**config.mk**
```make
export PLATFORM = sky130hd
export DESIGN_NAME = lsu_apb_master
export DESIGN_NICKNAME = d
export VERILOG_FILES = /design/src/lsu_pkg.sv /design/src/lsu_apb_master.sv
export SDC_FILE = /design/constraint.sdc
export NUM_CORES = 1
export LEC_CHECK = 0
export ABC_AREA = 1
export BUFFER_PORTS_ARGS = -buffer_cell sky130_fd_sc_hd__buf_2
export CAP_MARGIN = 20
export CELL_PAD_IN_SITES_DETAIL_PLACEMENT = 1
export CELL_PAD_IN_SITES_GLOBAL_PLACEMENT = 1
export CORE_AREA = 2 2 214 216
export CTS_CLUSTER_DIAMETER = 40
export DETAILED_ROUTE_END_ITERATION = 6
export DIE_AREA = 0 0 216 218
export PLACE_DENSITY = 0.52
export SETUP_SLACK_MARGIN = 0.5
export SYNTH_ARGS = -nofsm -noshare
export SYNTH_HDL_FRONTEND = slang
export SYNTH_SLANG_ARGS = --single-unit
```
**constraint.sdc**
```tcl
create_clock -name clk -period 9.7 [get_ports clk]
set_clock_uncertainty 0.05 [all_clocks]
set_input_delay 0.485 -clock clk [delete_from_list [all_inputs] [get_ports clk]]
set_output_delay 0.485 -clock clk [all_outputs]
set_load 0.02 [all_outputs]
```
**src/lsu_pkg.sv**
```systemverilog
`default_nettype none

package lsu_pkg;

    localparam int xlen       = 64;
    localparam int strb_width = xlen / 8;

    // funct3 of the load and store opcodes
    localparam logic [2:0] f3_b  = 3'b000;
    localparam logic [2:0] f3_h  = 3'b001;
    localparam logic [2:0] f3_w  = 3'b010;
    localparam logic [2:0] f3_d  = 3'b011;
    localparam logic [2:0] f3_bu = 3'b100;
    localparam logic [2:0] f3_hu = 3'b101;
    localparam logic [2:0] f3_wu = 3'b110;

    // one doubleword seen as bytes, halfwords or words
    typedef union packed {
        logic [strb_width-1:0][7:0]  b;
        logic [xlen/16-1:0][15:0]    h;
        logic [xlen/32-1:0][31:0]    w;
    } lane_word_t;

endpackage

`default_nettype wire
```
**src/lsu_apb_master.sv**
```systemverilog
`timescale 1ns/10ps
`default_nettype none

module lsu_apb_master import lsu_pkg::*; #(
    parameter int addr_width = 32
) (
    input  wire logic                  clk,
    input  wire logic                  rst_n,

    input  wire logic                  req_valid,
    input  wire logic                  req_write,
    input  wire logic [2:0]            req_funct3,
    input  wire logic [addr_width-1:0] req_addr,
    input  wire logic [xlen-1:0]       req_wdata,
    output logic                       req_ready,

    output logic      [2:0]            funct3_q,
    output logic      [2:0]            offset_q,
    output logic                       write_q,
    output logic      [xlen-1:0]       wdata_q,
    input  wire logic [strb_width-1:0] strb,
    input  wire logic [xlen-1:0]       lane_wdata,
    input  wire logic                  bad,
    input  wire logic [xlen-1:0]       ext_rdata,

    output logic      [addr_width-1:0] paddr,
    output logic                       psel,
    output logic                       penable,
    output logic                       pwrite,
    output logic      [xlen-1:0]       pwdata,
    output logic      [strb_width-1:0] pstrb,
    input  wire logic [xlen-1:0]       prdata,
    input  wire logic                  pready,
    input  wire logic                  pslverr,

    output logic                       resp_valid,
    output logic                       resp_err,
    output logic      [xlen-1:0]       resp_rdata
);

    localparam logic [1:0] st_idle   = 2'd0;
    localparam logic [1:0] st_setup  = 2'd1;
    localparam logic [1:0] st_access = 2'd2;
    localparam logic [1:0] st_resp   = 2'd3;

    logic [1:0]            state;
    logic [addr_width-1:0] addr_q;
    logic                  err_q;
    logic                  accept;
    logic                  refuse;
    logic                  done;

    assign accept = req_valid & req_ready;
    assign refuse = (state == st_setup) & bad;  // answered without a transfer
    assign done   = (state == st_access) & pready;

    always_ff @(posedge clk) begin
        if (!rst_n) begin
            state <= st_idle;
        end else begin
            case (state)
                st_idle:   if (accept) state <= st_setup;
                st_setup:  state <= bad ? st_idle : st_access;
                st_access: if (pready) state <= st_resp;
                default:   state <= st_idle;
            endcase
        end
    end

    // request held for the whole transfer
    always_ff @(posedge clk) begin
        if (accept) begin
            funct3_q <= req_funct3;
            addr_q   <= req_addr;
            write_q  <= req_write;
            wdata_q  <= req_wdata;
        end
    end

    always_ff @(posedge clk) begin
        if (done) begin
            resp_rdata <= ext_rdata;  // prdata is only valid with pready
            err_q      <= pslverr;
        end
    end

    assign offset_q  = addr_q[2:0];
    assign req_ready = (state == st_idle);

    assign paddr   = {addr_q[addr_width-1:3], 3'b000};  // doubleword aligned
    assign psel    = ((state == st_setup) & ~bad) | (state == st_access);
    assign penable = (state == st_access);
    assign pwrite  = write_q;
    assign pwdata  = lane_wdata;
    assign pstrb   = write_q ? strb : '0;

    assign resp_valid = (state == st_resp) | refuse;
    assign resp_err   = ((state == st_resp) & err_q) | refuse;

endmodule

`default_nettype wire

```
==> results.cfg <==
[power]
power_mw = 1.69
powerDensity_nw_per_um2 = 203
peakVddDrop_mv = 0.125
clock_power_share = 0.409
pwr-share-seq = 0.503
swShare = 0.257
p_comb_frac = 0.088
p_sw_mw = 0.434
leakage_nw = 3.43
intPower_mw = 1.25

[die]
die_x_um = 216
ios = 551
core_area_sq_um = 44900
die-area_sq_um = 47100
row_count = 78
initial_utilization = 0.126
die_height_um = 218

[global_routing]
grt_usage = 0.0793
grt_overflow = 0
antenna_found_initial = 11
grt_pass1_wl_um = 25100
grt_pass1_vias = 3839
grt_max_degree = 66

[clock_tree]
clockBufferDepth = 2
cts.htree.levels = 4
cts_tree = done
numCtsBuffers = 17
clk_latency_ns = 0.46
ctsResizeCount = 0
clkTransAtPathRegs_ns = 0.08
cts_num_sinks = 167
cts_root_buf = clkbuf_16
cts_setup_buffers = 0
hold_buffers = 0

[synthesis]
ys_ff_latch = 167
synthTopCellsByArea = edfxtp_1 87%, buf_4 9.0%, inv_1 0.99%
syn_area_sq_um = 5670
yosysSeqAreaShare = 0.881
synth.avg_cell_area_sq_um = 20.7
synth_top_area_share = 0.874
synth_cell_type_count = 13
yosysTopAreaCell = edfxtp_1
yosysWarnings = 0
synthCells = 274

[timing]
finalCriticalPeriod_ns = 1.91
fmax_ghz = 0.524
rsz0062_at_grt = false
relSlewSlack = 0.442
fin_crit_sh = 0.197
setup_viol = 0
worst_pin_slew_ns = 0.837
drv_slew = 0
fin_tns_setup_ns = 0
hold_viol = 0

[worst_setup_path]
reg2reg_slack_ns = 7.90
cp.arrival_ns = 1.37
cp.required_ns = 9.17
worstSetupPathType = reg -> out
startpoint_type = register
crit_fanout = 10
r2r-start = state[1]$_SDFFE_PN0P_
worstRegToRegCells = 3
crit-reg2reg-capture = resp_rdata[22]$_DFFE_PP_
end_kind = output port

[detailed_routing]
drt_iter0_markers = 95
viasPerCell = 2.97
num_vias = 3558
route.met2.wl_um = 8520
remaining_drc_errors = 0
routedWlPerCell_um = 15.6
maxUsedRoutingLayer = met5
ant_nets = 0
firstDrtPassIters = 4
wl_um = 18700
drt-met1-wl_um = 5980
dr_wl_met3_um = 3030

[final_layout]
final_common_cell = buf_2
layout_common_cells = 355 x buf_2, 165 x edfxtp_1, 17 x clkbuf_16, 15 x inv_1, 10 x nand2_1
nNetsFinal = 890
syn2layout_area_growth_pct = 46.6
fin_util = 0.185
drive_gt1_frac = 0.659
fin_cells = 1198

[status]
status = finished clean

[place]
io_buffers = 355
gp_congestion = 0.707
dpl.cell_count = 1165
hpwlAfterDp_um = 14900

[hold_path]
holdPathStages = 1
min_from = req_addr[29]
hold_path.class = in -> reg
holdPathEnd = addr_q[29]$_DFFE_PP_

[run]
maxCapViolations = 0
[kinds of logic after synthesis]
| group | share of synthesized area |
|---|---|
| buffers and inverters | 0.101 |
| flip-flops | 0.881 |
| other | 0.000662 |
| AO/OA/AOI/OAI | 0.00243 |
| AND/OR/NAND/NOR | 0.0148 |
[sequential cells by signal, indices dropped and copies added, names as in the netlist]
signal,count
funct3_q,3
addr_q,32
pwrite,1
wdata_q,64
state,2
err_q,1
resp_rdata,64
[metal layers]
metal,track usage,up-vias
li1,-,1549
met1,0.0689,1615
met2,0.122,295
met3,0.0621,83
met4,0.0612,16
met5,0,-
[synth_stat cells]
master / instances
nand2_1: 10
nor2_1: 6
edfxtp_1: 165
nand2_2: 1
a21oi_2: 1
conb_1: 1
nor3b_1: 1
nand3_1: 2
o21ai_1: 1
inv_1: 15
buf_4: 68
buf_2: 1
dfxtp_1: 2
[worst max-delay path by stage]
stage               cells after the start        startpoint               endpoint
finish                                  3  pwrite$_DFFE_PP_               pstrb[3]
global route                            3  pwrite$_DFFE_PP_               pstrb[4]
CTS                                     3  pwrite$_DFFE_PP_               pstrb[3]
detailed placement                      3         req_valid   addr_q[13]$_DFFE_PP_
global placement                        3         req_valid  wdata_q[12]$_DFFE_PP_
floorplan                               1         req_valid    addr_q[0]$_DFFE_PP_
[power by group through the flow]
stage          clock network (mW)  registers (mW)  logic (mW)
2_1_floorplan                   0           0.914      0.0628
3_3_place_gp                    0           0.864       0.151
3_5_place_dp                    0           0.865       0.153
4_1_cts                     0.730           0.849       0.152
5_1_grt                     0.748           0.851       0.160
6_report                    0.690           0.848       0.148
[cell type report]
cell class / instances / area [sq um]
fillers: 5094 / 36600
clock buffers: 17 / 425
flip-flops and latches: 167 / 4990
inverters: 15 / 56.3
clock inverters: 14 / 158
repair buffers: 358 / 1800
well taps: 600 / 751
multi-input cells: 25 / 121
diodes: 2 / 5.00
[worst max-delay path: stages (launching register included)]
cell and delay (ns):
edfxtp_1 0.54, nand2_1 0.13, inv_1 0.07, buf_2 0.15
[stage by stage]
step           setup slack, ns  instance area [sq um]  hold WS [ns]
6_report                  7.79                   8310         0.128
5_1_grt                   7.66                   8310        0.0849
4_1_cts                   7.68                   8310        0.0694
3_5_place_dp              7.79                   7720         0.528
3_3_place_gp              7.81                   7720         0.526
2_1_floorplan             1.29                   5680         0.470
Note: power is estimated with default switching activity, not from simulation.
