$ cat src/lsu_pkg.sv
`default_nettype none

package lsu_pkg;

    localparam int xlen       = 64;
    localparam int strb_width = xlen / 8;

    // funct3 of the load and store opcodes
    localparam logic [2:0] f3_b  = 3'b000;
    localparam logic [2:0] f3_h  = 3'b001;
    localparam logic [2:0] f3_w  = 3'b010;
    localparam logic [2:0] f3_d  = 3'b011;
    localparam logic [2:0] f3_bu = 3'b100;
    localparam logic [2:0] f3_hu = 3'b101;
    localparam logic [2:0] f3_wu = 3'b110;

    // one doubleword seen as bytes, halfwords or words
    typedef union packed {
        logic [strb_width-1:0][7:0]  b;
        logic [xlen/16-1:0][15:0]    h;
        logic [xlen/32-1:0][31:0]    w;
    } lane_word_t;

endpackage

`default_nettype wire
$ cat src/access_align.sv
`timescale 1ns/10ps
`default_nettype none

module access_align import lsu_pkg::*; (
    input  wire logic [2:0]            funct3,
    input  wire logic                  write,
    input  wire logic [2:0]            offset,
    input  wire logic [xlen-1:0]       wdata,
    output logic      [strb_width-1:0] strb,
    output logic      [xlen-1:0]       lane_wdata,
    output logic                       bad
);

    logic [strb_width-1:0] size_mask;
    logic                  misaligned;
    logic                  bad_code;

    // funct3[1:0] is the access size for both directions
    always_comb begin
        case (funct3[1:0])
            2'b00: begin
                size_mask  = 8'h01;
                misaligned = 1'b0;
            end
            2'b01: begin
                size_mask  = 8'h03;
                misaligned = offset[0];
            end
            2'b10: begin
                size_mask  = 8'h0f;
                misaligned = |offset[1:0];
            end
            default: begin
                size_mask  = 8'hff;
                misaligned = |offset;
            end
        endcase
    end

    // stores have no unsigned variants, loads have no 111
    assign bad_code = write ? funct3[2] : (funct3 == 3'b111);
    assign bad      = misaligned | bad_code;

    assign lane_wdata = wdata << {offset, 3'b000};  // move to the addressed lane
    assign strb       = write ? (size_mask << offset) : '0;

endmodule

`default_nettype wire

$ cat config.mk
export PLATFORM = sky130hd
export DESIGN_NAME = access_align
export DESIGN_NICKNAME = d
export VERILOG_FILES = /design/src/lsu_pkg.sv /design/src/access_align.sv
export SDC_FILE = /design/constraint.sdc
export NUM_CORES = 1
export LEC_CHECK = 0
export BUFFER_PORTS_ARGS = -buffer_cell sky130_fd_sc_hd__buf_2
export CAP_MARGIN = 10
export CORE_MARGIN = 2
export CORE_UTILIZATION = 33
export DETAILED_ROUTE_END_ITERATION = 16
export PLACE_DENSITY = 0.74
export SLEW_MARGIN = 20
export SYNTH_ARGS = -nofsm -noshare
export SYNTH_HDL_FRONTEND = slang
export SYNTH_SLANG_ARGS = --single-unit
$ cat constraint.sdc
create_clock -name vclk -period 4.7
set_clock_uncertainty 0.15 [all_clocks]
set_input_delay 1.41 -clock vclk [all_inputs]
set_output_delay 1.41 -clock vclk [all_outputs]
set_load 0.02 [all_outputs]
==> impl_metrics.prom <==
# TYPE chip_impl_metric gauge
chip_impl_metric{name="layout_min_cycle_time",unit="ns"} 4.35
chip_impl_metric{name="finalHoldViolations",unit=""} 0
chip_impl_metric{name="cts_resized",unit=""} 0
chip_impl_metric{name="cts.repair_timing.setup_buffer_count",unit=""} 0
chip_impl_metric{name="initial_utilization",unit="%"} 33.9
chip_impl_metric{name="ioPinCount",unit=""} 144
chip_impl_metric{name="first_global_vias",unit=""} 2537
chip_impl_metric{name="dp_hpwl",unit="um"} 5840
chip_impl_metric{name="detailroute.via_count",unit=""} 2721
chip_impl_metric{name="areaGrowthSynthToFinish",unit="%"} 34.6
chip_impl_metric{name="timing.critical_path.arrival",unit="ns"} 2.79
chip_impl_info{name="worst-setup-path-type",value="in -> out"} 1
chip_impl_metric{name="final-seq-area",unit="um^2"} 0
chip_impl_metric{name="worstMarginPinSlew",unit="ns"} 0.494
chip_impl_info{name="setup.worst_path.start_class",value="primary input"} 1
chip_impl_metric{name="setup_tns",unit="ns"} 0
chip_impl_metric{name="num_antenna_cells",unit=""} 0
chip_impl_metric{name="maxSlewViolCount",unit=""} 0
chip_impl_metric{name="grt_first_pass_wirelength",unit="um"} 12300
chip_impl_metric{name="wl",unit="um"} 7610
chip_impl_metric{name="antenna_found_initial",unit=""} 0
chip_impl_metric{name="syn-instance-count",unit=""} 273
chip_impl_info{name="rsz0062_at_grt",value="no"} 1
chip_impl_info{name="global_route.peak_usage_layer",value="met2"} 1
chip_impl_metric{name="non_filler_instance_count_after_layout",unit=""} 479
chip_impl_metric{name="synth.lib_cells_used.distinct",unit=""} 38
chip_impl_metric{name="cell_area_synth",unit="mm^2"} 0.00214
chip_impl_metric{name="worst_ep_required_time",unit="ns"} 3.14
chip_impl_metric{name="post_route_cells_drive_above_1_share",unit="%"} 43.3
chip_impl_metric{name="dp_cells",unit=""} 479
chip_impl_metric{name="track_usage",unit="%"} 20.0
chip_impl_metric{name="route.detailed.drc",unit=""} 0
chip_impl_metric{name="headroom_to_the_max_slew_limit",unit="%"} 67.1
chip_impl_metric{name="cts_hold_repair.buffers",unit=""} 0
chip_impl_metric{name="critPathMaxFanout",unit=""} 31
chip_impl_metric{name="clkbuf_count",unit=""} 0
chip_impl_metric{name="n_sequential_cell",unit=""} 0
chip_impl_metric{name="global_route.usage.met3",unit="%"} 1.57
chip_impl_metric{name="floorplan.die.width",unit="um"} 84.6
chip_impl_info{name="cp-startpoint",value="offset[0]"} 1
chip_impl_metric{name="drt_pre_antenna_iters",unit=""} 5
chip_impl_metric{name="core.rowCount",unit=""} 29
chip_impl_metric{name="synth.net_count",unit=""} 344
chip_impl_info{name="status",value="completed"} 1
chip_impl_metric{name="power_per_standard_cell_area",unit="mW/mm^2"} 121
chip_impl_metric{name="grt_max_degree",unit=""} 40
chip_impl_metric{name="route.detailed.wl_per_inst",unit="um"} 15.9
chip_impl_metric{name="avgViaCountPerCell",unit=""} 5.68
chip_impl_metric{name="layout.nets",unit=""} 475
chip_impl_metric{name="setup_viol",unit=""} 0
chip_impl_metric{name="vdd.ir_drop.worst",unit="mV"} 0.0807
chip_impl_metric{name="finalCoreUtilization",unit="%"} 45.7
chip_impl_metric{name="globalRouteMet1Util",unit="%"} 28.0
chip_impl_metric{name="overflow",unit=""} 0
chip_impl_metric{name="drv.max_cap_violation_count",unit=""} 0
chip_impl_metric{name="fp.dieArea",unit="mm^2"} 0.00715
chip_impl_metric{name="synth.yosys.seq_area_share",unit="%"} 0
chip_impl_metric{name="achievable-frequency",unit="GHz"} 0.230
chip_impl_metric{name="average_footprint_of_a_synthesized_cell",unit="um^2"} 7.85
chip_impl_metric{name="share_of_the_cycle_needed_by_the_critical_path_after_routing",unit="%"} 92.6
chip_impl_info{name="min_from",value="funct3[2]"} 1
chip_impl_metric{name="floorplan.die.height",unit="um"} 84.6
chip_impl_metric{name="drtAntennaViolNets",unit=""} 0
chip_impl_metric{name="synth-warning-count",unit=""} 0
chip_impl_metric{name="first_iter_violations",unit=""} 83
chip_impl_metric{name="gpl.final_weighted_congestion",unit=""} 0.834
chip_impl_metric{name="leakage",unit="nW"} 1.49
chip_impl_metric{name="numPortBuffers",unit=""} 144
chip_impl_info{name="hp-class",value="in -> out"} 1
chip_impl_metric{name="met2_usage",unit="%"} 34.8
chip_impl_metric{name="core_region_area",unit="mm^2"} 0.00631
chip_impl_info{name="crit_path_end_kind",value="primary output"} 1
[final cells by class]
type,instances,area (um^2)
fillers,647,3430
multi-input cells,238,1900
well taps,77,96.3
repair buffers,164,886
[power breakdown]
| group | leakage, nW | switching [mW] | total, mW | internal, mW |
|---|---|---|---|---|
| clock | 0 | 0 | 0 | 0 |
| sequential | 0 | 0 | 0 | 0 |
| combinational | 1.49 | 0.202 | 0.348 | 0.146 |
[logic make-up after synthesis]
kind of cell | Yosys count | share of synthesized area, %
compound gates | 90 | 30.3
buf+inv | 35 | 11.3
mux | 75 | 40.1
simple gates | 73 | 18.3
[through the flow]
step                      worst slack (ns)  hold WS [ns]  cell area [um^2]  power (mW)
after global routing                 0.180          3.07              2880       0.377
after detailed placement             0.339          3.03              2880       0.348
after CTS                            0.342          3.03              2880       0.349
after floorplan                      0.523          2.82              2140       0.233
after global placement               0.347          3.02              2880       0.343
final                                0.350          3.03              2880       0.348
[path summary, 6_finish.rpt]
path	endpoint	slack [ns]	cells after the start
worst max-delay path	lane_wdata[50]	0.35	6
worst min-delay path	bad	3.03	4
[worst max-delay path, cell delays in order]
cell and delay, ns:
sky130_fd_sc_hd__buf_4 0.35, sky130_fd_sc_hd__nor2b_1 0.22, sky130_fd_sc_hd__buf_4 0.19, sky130_fd_sc_hd__a2bb2oi_1 0.09
sky130_fd_sc_hd__a221oi_1 0.29, sky130_fd_sc_hd__buf_2 0.21
[synthesized netlist by cell type (8+ instances only)]
master / instances / area share (%)
sky130_fd_sc_hd__nand2_1: 11 / 1.9
sky130_fd_sc_hd__a2bb2oi_1: 8 / 3.3
sky130_fd_sc_hd__mux2i_1: 66 / 31
sky130_fd_sc_hd__nor2b_1: 17 / 5.0
sky130_fd_sc_hd__o21ai_0: 26 / 6.1
sky130_fd_sc_hd__buf_6: 9 / 4.7
sky130_fd_sc_hd__nor2_1: 20 / 3.5
sky130_fd_sc_hd__buf_2: 12 / 2.8
sky130_fd_sc_hd__a211oi_1: 9 / 3.2
sky130_fd_sc_hd__o21a_1: 12 / 4.2
sky130_fd_sc_hd__and2_1: 8 / 2.3
sky130_fd_sc_hd__o22a_1: 8 / 3.3
[placed cells by master, fill, tap and decap left out, types with 3 or more instances in the layout]
cell                          n
sky130_fd_sc_hd__nor2b_1     17
sky130_fd_sc_hd__buf_2      143
sky130_fd_sc_hd__nand2b_1     3
sky130_fd_sc_hd__buf_4       20
sky130_fd_sc_hd__a2bb2oi_1    8
sky130_fd_sc_hd__o21a_1      12
sky130_fd_sc_hd__a221oi_1     7
sky130_fd_sc_hd__a211oi_1     9
sky130_fd_sc_hd__and2_1       8
sky130_fd_sc_hd__o22a_1       8
sky130_fd_sc_hd__mux2i_1     66
sky130_fd_sc_hd__mux4_2       6
sky130_fd_sc_hd__nor2_1      20
sky130_fd_sc_hd__o21ai_0     26
sky130_fd_sc_hd__nand2_1     11
sky130_fd_sc_hd__a21oi_1      4
sky130_fd_sc_hd__nand3b_1     7
sky130_fd_sc_hd__o221ai_1     7
[per-layer routing]
metal	share of wire, %	vias up	wire length, um
met5	0	-	0
met4	0.34	0	26
met3	6.5	4	496
met2	48	119	3690
met1	45	1290	3400
li1	-	1308	-
Note: power is estimated with default switching activity, not from simulation.
