### src/lsu_pkg.sv
`default_nettype none

package lsu_pkg;

    localparam int xlen       = 64;
    localparam int strb_width = xlen / 8;

    // funct3 of the load and store opcodes
    localparam logic [2:0] f3_b  = 3'b000;
    localparam logic [2:0] f3_h  = 3'b001;
    localparam logic [2:0] f3_w  = 3'b010;
    localparam logic [2:0] f3_d  = 3'b011;
    localparam logic [2:0] f3_bu = 3'b100;
    localparam logic [2:0] f3_hu = 3'b101;
    localparam logic [2:0] f3_wu = 3'b110;

    // one doubleword seen as bytes, halfwords or words
    typedef union packed {
        logic [strb_width-1:0][7:0]  b;
        logic [xlen/16-1:0][15:0]    h;
        logic [xlen/32-1:0][31:0]    w;
    } lane_word_t;

endpackage

`default_nettype wire
### src/load_extract.sv
`timescale 1ns/10ps
`default_nettype none

module load_extract import lsu_pkg::*; (
    input  wire logic [2:0]      funct3,
    input  wire logic [2:0]      offset,
    input  wire lane_word_t      rdata,
    output logic      [xlen-1:0] ext_rdata
);

    logic [7:0]  byte_sel;
    logic [15:0] half_sel;
    logic [31:0] word_sel;

    // lane picked by the low address bits
    assign byte_sel = rdata.b[offset];
    assign half_sel = rdata.h[offset[2:1]];
    assign word_sel = rdata.w[offset[2]];

    always_comb begin
        case (funct3)
            f3_b: begin
                ext_rdata = {{(xlen-8){byte_sel[7]}}, byte_sel};
            end
            f3_h: begin
                ext_rdata = {{(xlen-16){half_sel[15]}}, half_sel};
            end
            f3_w: begin
                ext_rdata = {{(xlen-32){word_sel[31]}}, word_sel};
            end
            f3_bu: begin
                ext_rdata = {{(xlen-8){1'b0}}, byte_sel};
            end
            f3_hu: begin
                ext_rdata = {{(xlen-16){1'b0}}, half_sel};
            end
            f3_wu: begin
                ext_rdata = {{(xlen-32){1'b0}}, word_sel};
            end
            default: begin
                ext_rdata = rdata;  // ld, and the refused 111
            end
        endcase
    end

endmodule

`default_nettype wire

### config.mk
export PLATFORM = sky130hd
export DESIGN_NAME = load_extract
export DESIGN_NICKNAME = d
export VERILOG_FILES = /design/src/lsu_pkg.sv /design/src/load_extract.sv
export SDC_FILE = /design/constraint.sdc
export NUM_CORES = 1
export LEC_CHECK = 0
export BUFFER_PORTS_ARGS = -buffer_cell sky130_fd_sc_hd__buf_2
export CAP_MARGIN = 10
export CORE_MARGIN = 4
export CORE_UTILIZATION = 40
export DETAILED_ROUTE_END_ITERATION = 16
export PLACE_DENSITY = 0.9
export SLEW_MARGIN = 20
export SYNTH_ARGS = -nofsm -noshare
export SYNTH_HDL_FRONTEND = slang
export SYNTH_SLANG_ARGS = --single-unit
### constraint.sdc
create_clock -name vclk -period 1.6
set_input_delay 0.08 -clock vclk [all_inputs]
set_output_delay 0.08 -clock vclk [all_outputs]
set_load 0.1 [all_outputs]
==> tab_implementation.tex, run 1 <==
\begin{tabular}{lr}
\hline
Metric & Value \\
\hline
\multicolumn{2}{l}{\textbf{Synthesis}} \\
Post-synthesis cell count & between 200 and 300 \\
Share of synthesized area occupied by flip-flops and latches & 0\% \\
Area of the mapped netlist & a little under 2000 um\^{}2 \\
Syn Nets & 355 \\
Most area-consuming cells after synthesis & mux4\_2 15\%, mux2i\_1 11\%, nand2\_1 10\%, nand2\_2 9.8\%, mux2\_2 8.8\% \\
Distinct cell type count after synthesis & 29 \\
Mean Syn Cell Area & 6.752 um\^{}2 \\
Number of warnings printed during yosys synthesis & 0 \\
Top-area cell type share of the netlist area & 15.21\% \\
Dominant cell type by area after synthesis & mux4\_2 \\
\multicolumn{2}{l}{\textbf{Clock network}} \\
Post-CTS Hold Fix Bufs & 0 \\
Resized cells post-CTS & $\sim$230 \\
Post-CTS Setup Inserts & 7 \\
\multicolumn{2}{l}{\textbf{Floorplan}} \\
Boundary Pins & $\sim$130 \\
Die Wd & 77.36 um \\
Chip Height & 77.36 um \\
Effective utilization at floorplan & 42.72\% \\
Number of placement rows & 24 \\
\multicolumn{2}{l}{\textbf{Outcome}} \\
Error that stopped the run & [ERROR DPL-0038] Utilization greater than 100\%, impossible to legalize \\
Status & stopped before the end \\
Last flow stage reached & clock tree synthesis \\
\multicolumn{2}{l}{\textbf{Placement}} \\
Final HPWL from detailed placement & around 7200 um \\
Port Buffer Count & $\sim$130 \\
RePlAce Congestion & slightly below 0.9 \\
\hline
\end{tabular}
-- stage by stage --
stage	cells	cell area [um^2]	setup WS (ns)	utilization (%)	hold WS (ns)
floorplan	285	2485	-0.4041	-	0.4339
global placement	495	3725	-0.5682	82.69	0.6113
detailed placement	495	3725	-0.6139	82.69	0.6355
-- cell usage after synthesis --
cell type and count:
nor4b_2 1, buf_2 7, clkbuf_1 17, a221oi_4 1, buf_6 4, nor3b_1 2
nor3_1 1, o21ai_0 19, mux2_4 1, a31oi_1 1, a22oi_1 8, nand2_2 30
o22ai_1 3, nor2_1 29, nand2b_1 10, mux2_1 1, nand3b_1 1, mux2i_1 22
nor2b_1 1, a222oi_1 1, inv_1 1, mux2_2 15, mux4_2 13, and2_1 2
nand2_1 52, o21ba_2 1, o211ai_1 7, or3b_2 1, a21oi_1 33
-- logic make-up after synthesis --
group           after synthesis  share of synthesized area (%)
compound gates               74                          23.08
buf+inv                      29                          7.672
mux                          52                          36.80
simple gates                130                          32.44
==> run 2, diff against run 1 <==
--- a/config.mk
+++ b/config.mk
@@ -10,7 +10,7 @@
 export CORE_MARGIN = 4
 export CORE_UTILIZATION = 40
 export DETAILED_ROUTE_END_ITERATION = 16
-export PLACE_DENSITY = 0.9
+export PLACE_DENSITY_LB_ADDON = 0.15
 export SLEW_MARGIN = 20
 export SYNTH_ARGS = -nofsm -noshare
 export SYNTH_HDL_FRONTEND = slang
==> constraint.sdc (replaced) <==
create_clock -name vclk -period 2.1
set_input_delay 0.105 -clock vclk [all_inputs]
set_output_delay 0.105 -clock vclk [all_outputs]
set_load 0.1 [all_outputs]
==> run 2 against run 1 <==
The flow now finishes, with violations (setup timing). Area after synthesis unchanged. Synthesized cell count did not move.
==> tab_implementation.tex, run 2 <==
\begin{tabular}{lr}
\hline
Metric & Value \\
\hline
\multicolumn{2}{l}{\textbf{Timing}} \\
Slew at the pin with the worst max-slew slack & 0.7208 ns \\
Slew margin rel. & 51.94\% \\
Finish-stage setup viols & 1 \\
Count of final max-slew check failures & 0 \\
Final WS setup & -0.003819 ns \\
Final sum of negative setup slack & -0.003819 ns \\
Fmax & $\sim$0.48 GHz \\
Hold violation count in the final report & 0 \\
Setup repair after global routing missed its margin & yes \\
Min Clock Period, post-route & about 2.1 ns \\
Tcrit/Tclk final & 100.2\% \\
\multicolumn{2}{l}{\textbf{Synthesis}} \\
Number of warnings printed during yosys synthesis & 0 (unchanged) \\
Share of synthesized area occupied by flip-flops and latches & 0\% (unchanged) \\
Top cells by instance count after synthesis & 52 x nand2\_1, 33 x a21oi\_1, 30 x nand2\_2, 29 x nor2\_1, 22 x mux2i\_1 \\
Post-synthesis cell count & 285 (unchanged) \\
Dominant cell type by area after synthesis & mux4\_2 \\
Most area-consuming cells after synthesis & mux4\_2 15\%, mux2i\_1 11\%, nand2\_1 10\%, nand2\_2 9.8\%, mux2\_2 8.8\% \\
Syn Nets & 355 (unchanged) \\
Leading cell type by number of instances after synthesis & nand2\_1 \\
Mean Syn Cell Area & 6.752 um\^{}2 (unchanged) \\
Top-area cell type share of the netlist area & 15.21\% (unchanged) \\
Area of the mapped netlist & 1924 um\^{}2 (unchanged) \\
Distinct cell type count after synthesis & 29 (unchanged) \\
\multicolumn{2}{l}{\textbf{Routing}} \\
Antenna Nets Post-Route & 0 \\
Met3 wirelength from detailed routing & approximately 560 um \\
Iteration-0 DRC Markers & between 150 and 200 \\
Final routed wire length divided by cell count & roughly 18 um \\
DRC Markers & 0 \\
Wire length on met1 & 3228 um \\
Met2 wire length & roughly 4500 um \\
Total number of vias & around 2800 \\
Highest Signal Layer & met4 \\
Mean number of vias per cell & between 5 and 6 \\
DRT Pass-1 Iters & 4 \\
WL final & 8643 um \\
\multicolumn{2}{l}{\textbf{Floorplan}} \\
Number of placement rows & 24 (unchanged) \\
Chip Height & 77.36 um (unchanged) \\
Die Footprint & about 6000 um\^{}2 \\
Effective utilization at floorplan & 42.72\% (unchanged) \\
Boundary Pins & 134 (unchanged) \\
Core Footprint & approximately 4500 um\^{}2 \\
Die Wd & 77.36 um (unchanged) \\
\multicolumn{2}{l}{\textbf{Global routing}} \\
Total overflow reported by the global router & 0 \\
Antenna violations before repair & 0 \\
Wire length of the first global-routing pass & roughly 13000 um \\
Maximum number of pins on one net before global-route repair & 26 \\
Number of global-route vias before repair & 2855 \\
Overall fraction of global-route tracks in use & 26.37\% \\
\multicolumn{2}{l}{\textbf{Placement}} \\
Final HPWL from detailed placement & 6714 um (-6.6\%) \\
Port Buffer Count & 134 (unchanged) \\
RePlAce Congestion & 0.8680 (-2.5\%) \\
\multicolumn{2}{l}{\textbf{Setup path}} \\
Maximum fanout along the worst path & 6 \\
Critical path's largest stage delay & between 0.5 and 0.6 ns \\
Data arrival time of the worst path & around 2.0 ns \\
Critical path, cell by cell & buf\_12 -> mux2\_4 -> mux4\_2 -> a221oi\_4 -> buf\_6 -> buf\_12 -> nand2\_2 -> buf\_12 \\
Critical path's most frequent cell & buf\_12 \\
Startpoint types & input port \\
Kind of end point of the critical path & output pin \\
Critical setup path kind & in2out \\
Worst path slowest cell & mux4\_2 \\
Required time of the worst setup path & roughly 2 ns \\
\multicolumn{2}{l}{\textbf{Outcome}} \\
Status & finished with violations \\
Violations in the final reports & setup timing \\
\multicolumn{2}{l}{\textbf{Worst hold path}} \\
Hold Path Origin & rdata[41] \\
Endpoint, Worst Hold & ext\_rdata[41] \\
Worst min path class & in2out \\
Number of instances on the worst hold path & 4 \\
\multicolumn{2}{l}{\textbf{Flow run}} \\
Count of maximum capacitance violations & 0 \\
\multicolumn{2}{l}{\textbf{Layout}} \\
Layout area overhead & 106.4\% \\
Clock Buffer Count & 0 \\
Fill cell total of the finished layout & 228 \\
Total inserted antenna cells & 0 \\
Number of nets in the layout & just under 500 \\
Leading cell types in the layout, fill and taps excluded & 79 x buf\_2, 59 x buf\_12, 50 x nand2\_1 \\
Fraction of final layout cells with drive strength greater than 1 & about three fifths \\
Storage cell area & 0 um\^{}2 \\
Most common library cell in the layout ignoring fill and taps & buf\_2 \\
Seq\_cells & 0 \\
Post-route core utilization & roughly 90\% \\
\multicolumn{2}{l}{\textbf{Clock network}} \\
Post-CTS Hold Fix Bufs & 0 (unchanged) \\
\multicolumn{2}{l}{\textbf{Power}} \\
IR drop worst, VDD & about 0.38 mV \\
Static leakage & 0.001824 uW \\
Power per unit of standard cell area & approximately 580 nW/um\^{}2 \\
\hline
\end{tabular}
==> run 2: cell counts after synthesis <==
No cell type changed its count.
==> run 2: kinds of logic (layout without fill, tap and decap cells) <==
kind of cell,Yosys count,in the layout,synth area share (%)
mux,52,52,36.80
simple gates,130,130,32.44
buf+inv,29,162,7.672
compound gates,74,74,23.08
==> run 2: where the power goes <==
group | total, uW | internal, uW | switching [uW]
logic | 2290 | 789 | 1500
registers | 0 | 0 | 0
clock network | 0 | 0 | 0
==> run 2: cell type report <==
cell class                      instances  area, um^2  area share (%)
Inverter                                1       3.754         0.09452
Multi-Input combinational cell        256        2091           52.65
Timing Repair Buffer                  161        1812           45.62
Tap cell                               52       65.06           1.638
==> run 2: metrics by stage <==
stage               hold slack (ns)  total power (uW)  cells  cell area [um^2]  setup slack [ns]
detailed placement           0.6103              2207    465              3750          -0.05501
global placement             0.6084              2179    465              3750          0.004352
finish                       0.6202              2288    470              3971         -0.003819
floorplan                    0.5198              1455    285              2131           -0.5139
global route                 0.6299              2354    470              3971          -0.04379
CTS                          0.6106              2231    468              3802           0.01446
==> run 2: worst max path at each step <==
stage / end / cells past startpoint / startpoint
after floorplan: ext_rdata[12] / 7 / offset[2]
after global placement: ext_rdata[49] / 7 / offset[1]
after detailed placement: ext_rdata[54] / 7 / offset[1]
after CTS: ext_rdata[58] / 8 / offset[1]
after global routing: ext_rdata[58] / 8 / offset[1]
final: ext_rdata[54] / 8 / offset[1]
==> run 2: critical path, delay by kind of cell <==
family	cells	cell delay (ns)
buf+inv	4	0.61
compound gates	1	0.36
mux	2	0.83
simple gates	1	0.08
==> run 2: metal layers <==
layer | vias up | global-route usage (%)
met3 | 26 | 3.704
met5 | - | 0
met2 | 134 | 50.52
met4 | 0 | 9.253
met1 | 1300 | 29.49
li1 | 1291 | -
==> run 2: repair_timing <==
action                                  in CTS  in global routing
endpoints found under the setup margin      33                 36
cloned                                       1                  2
gates resized for setup                      4                 25
buffers inserted                             2                  0
hold endpoints to repair                     0                  0
pin swaps                                    0                  2
(Power assumes the default switching activity.)
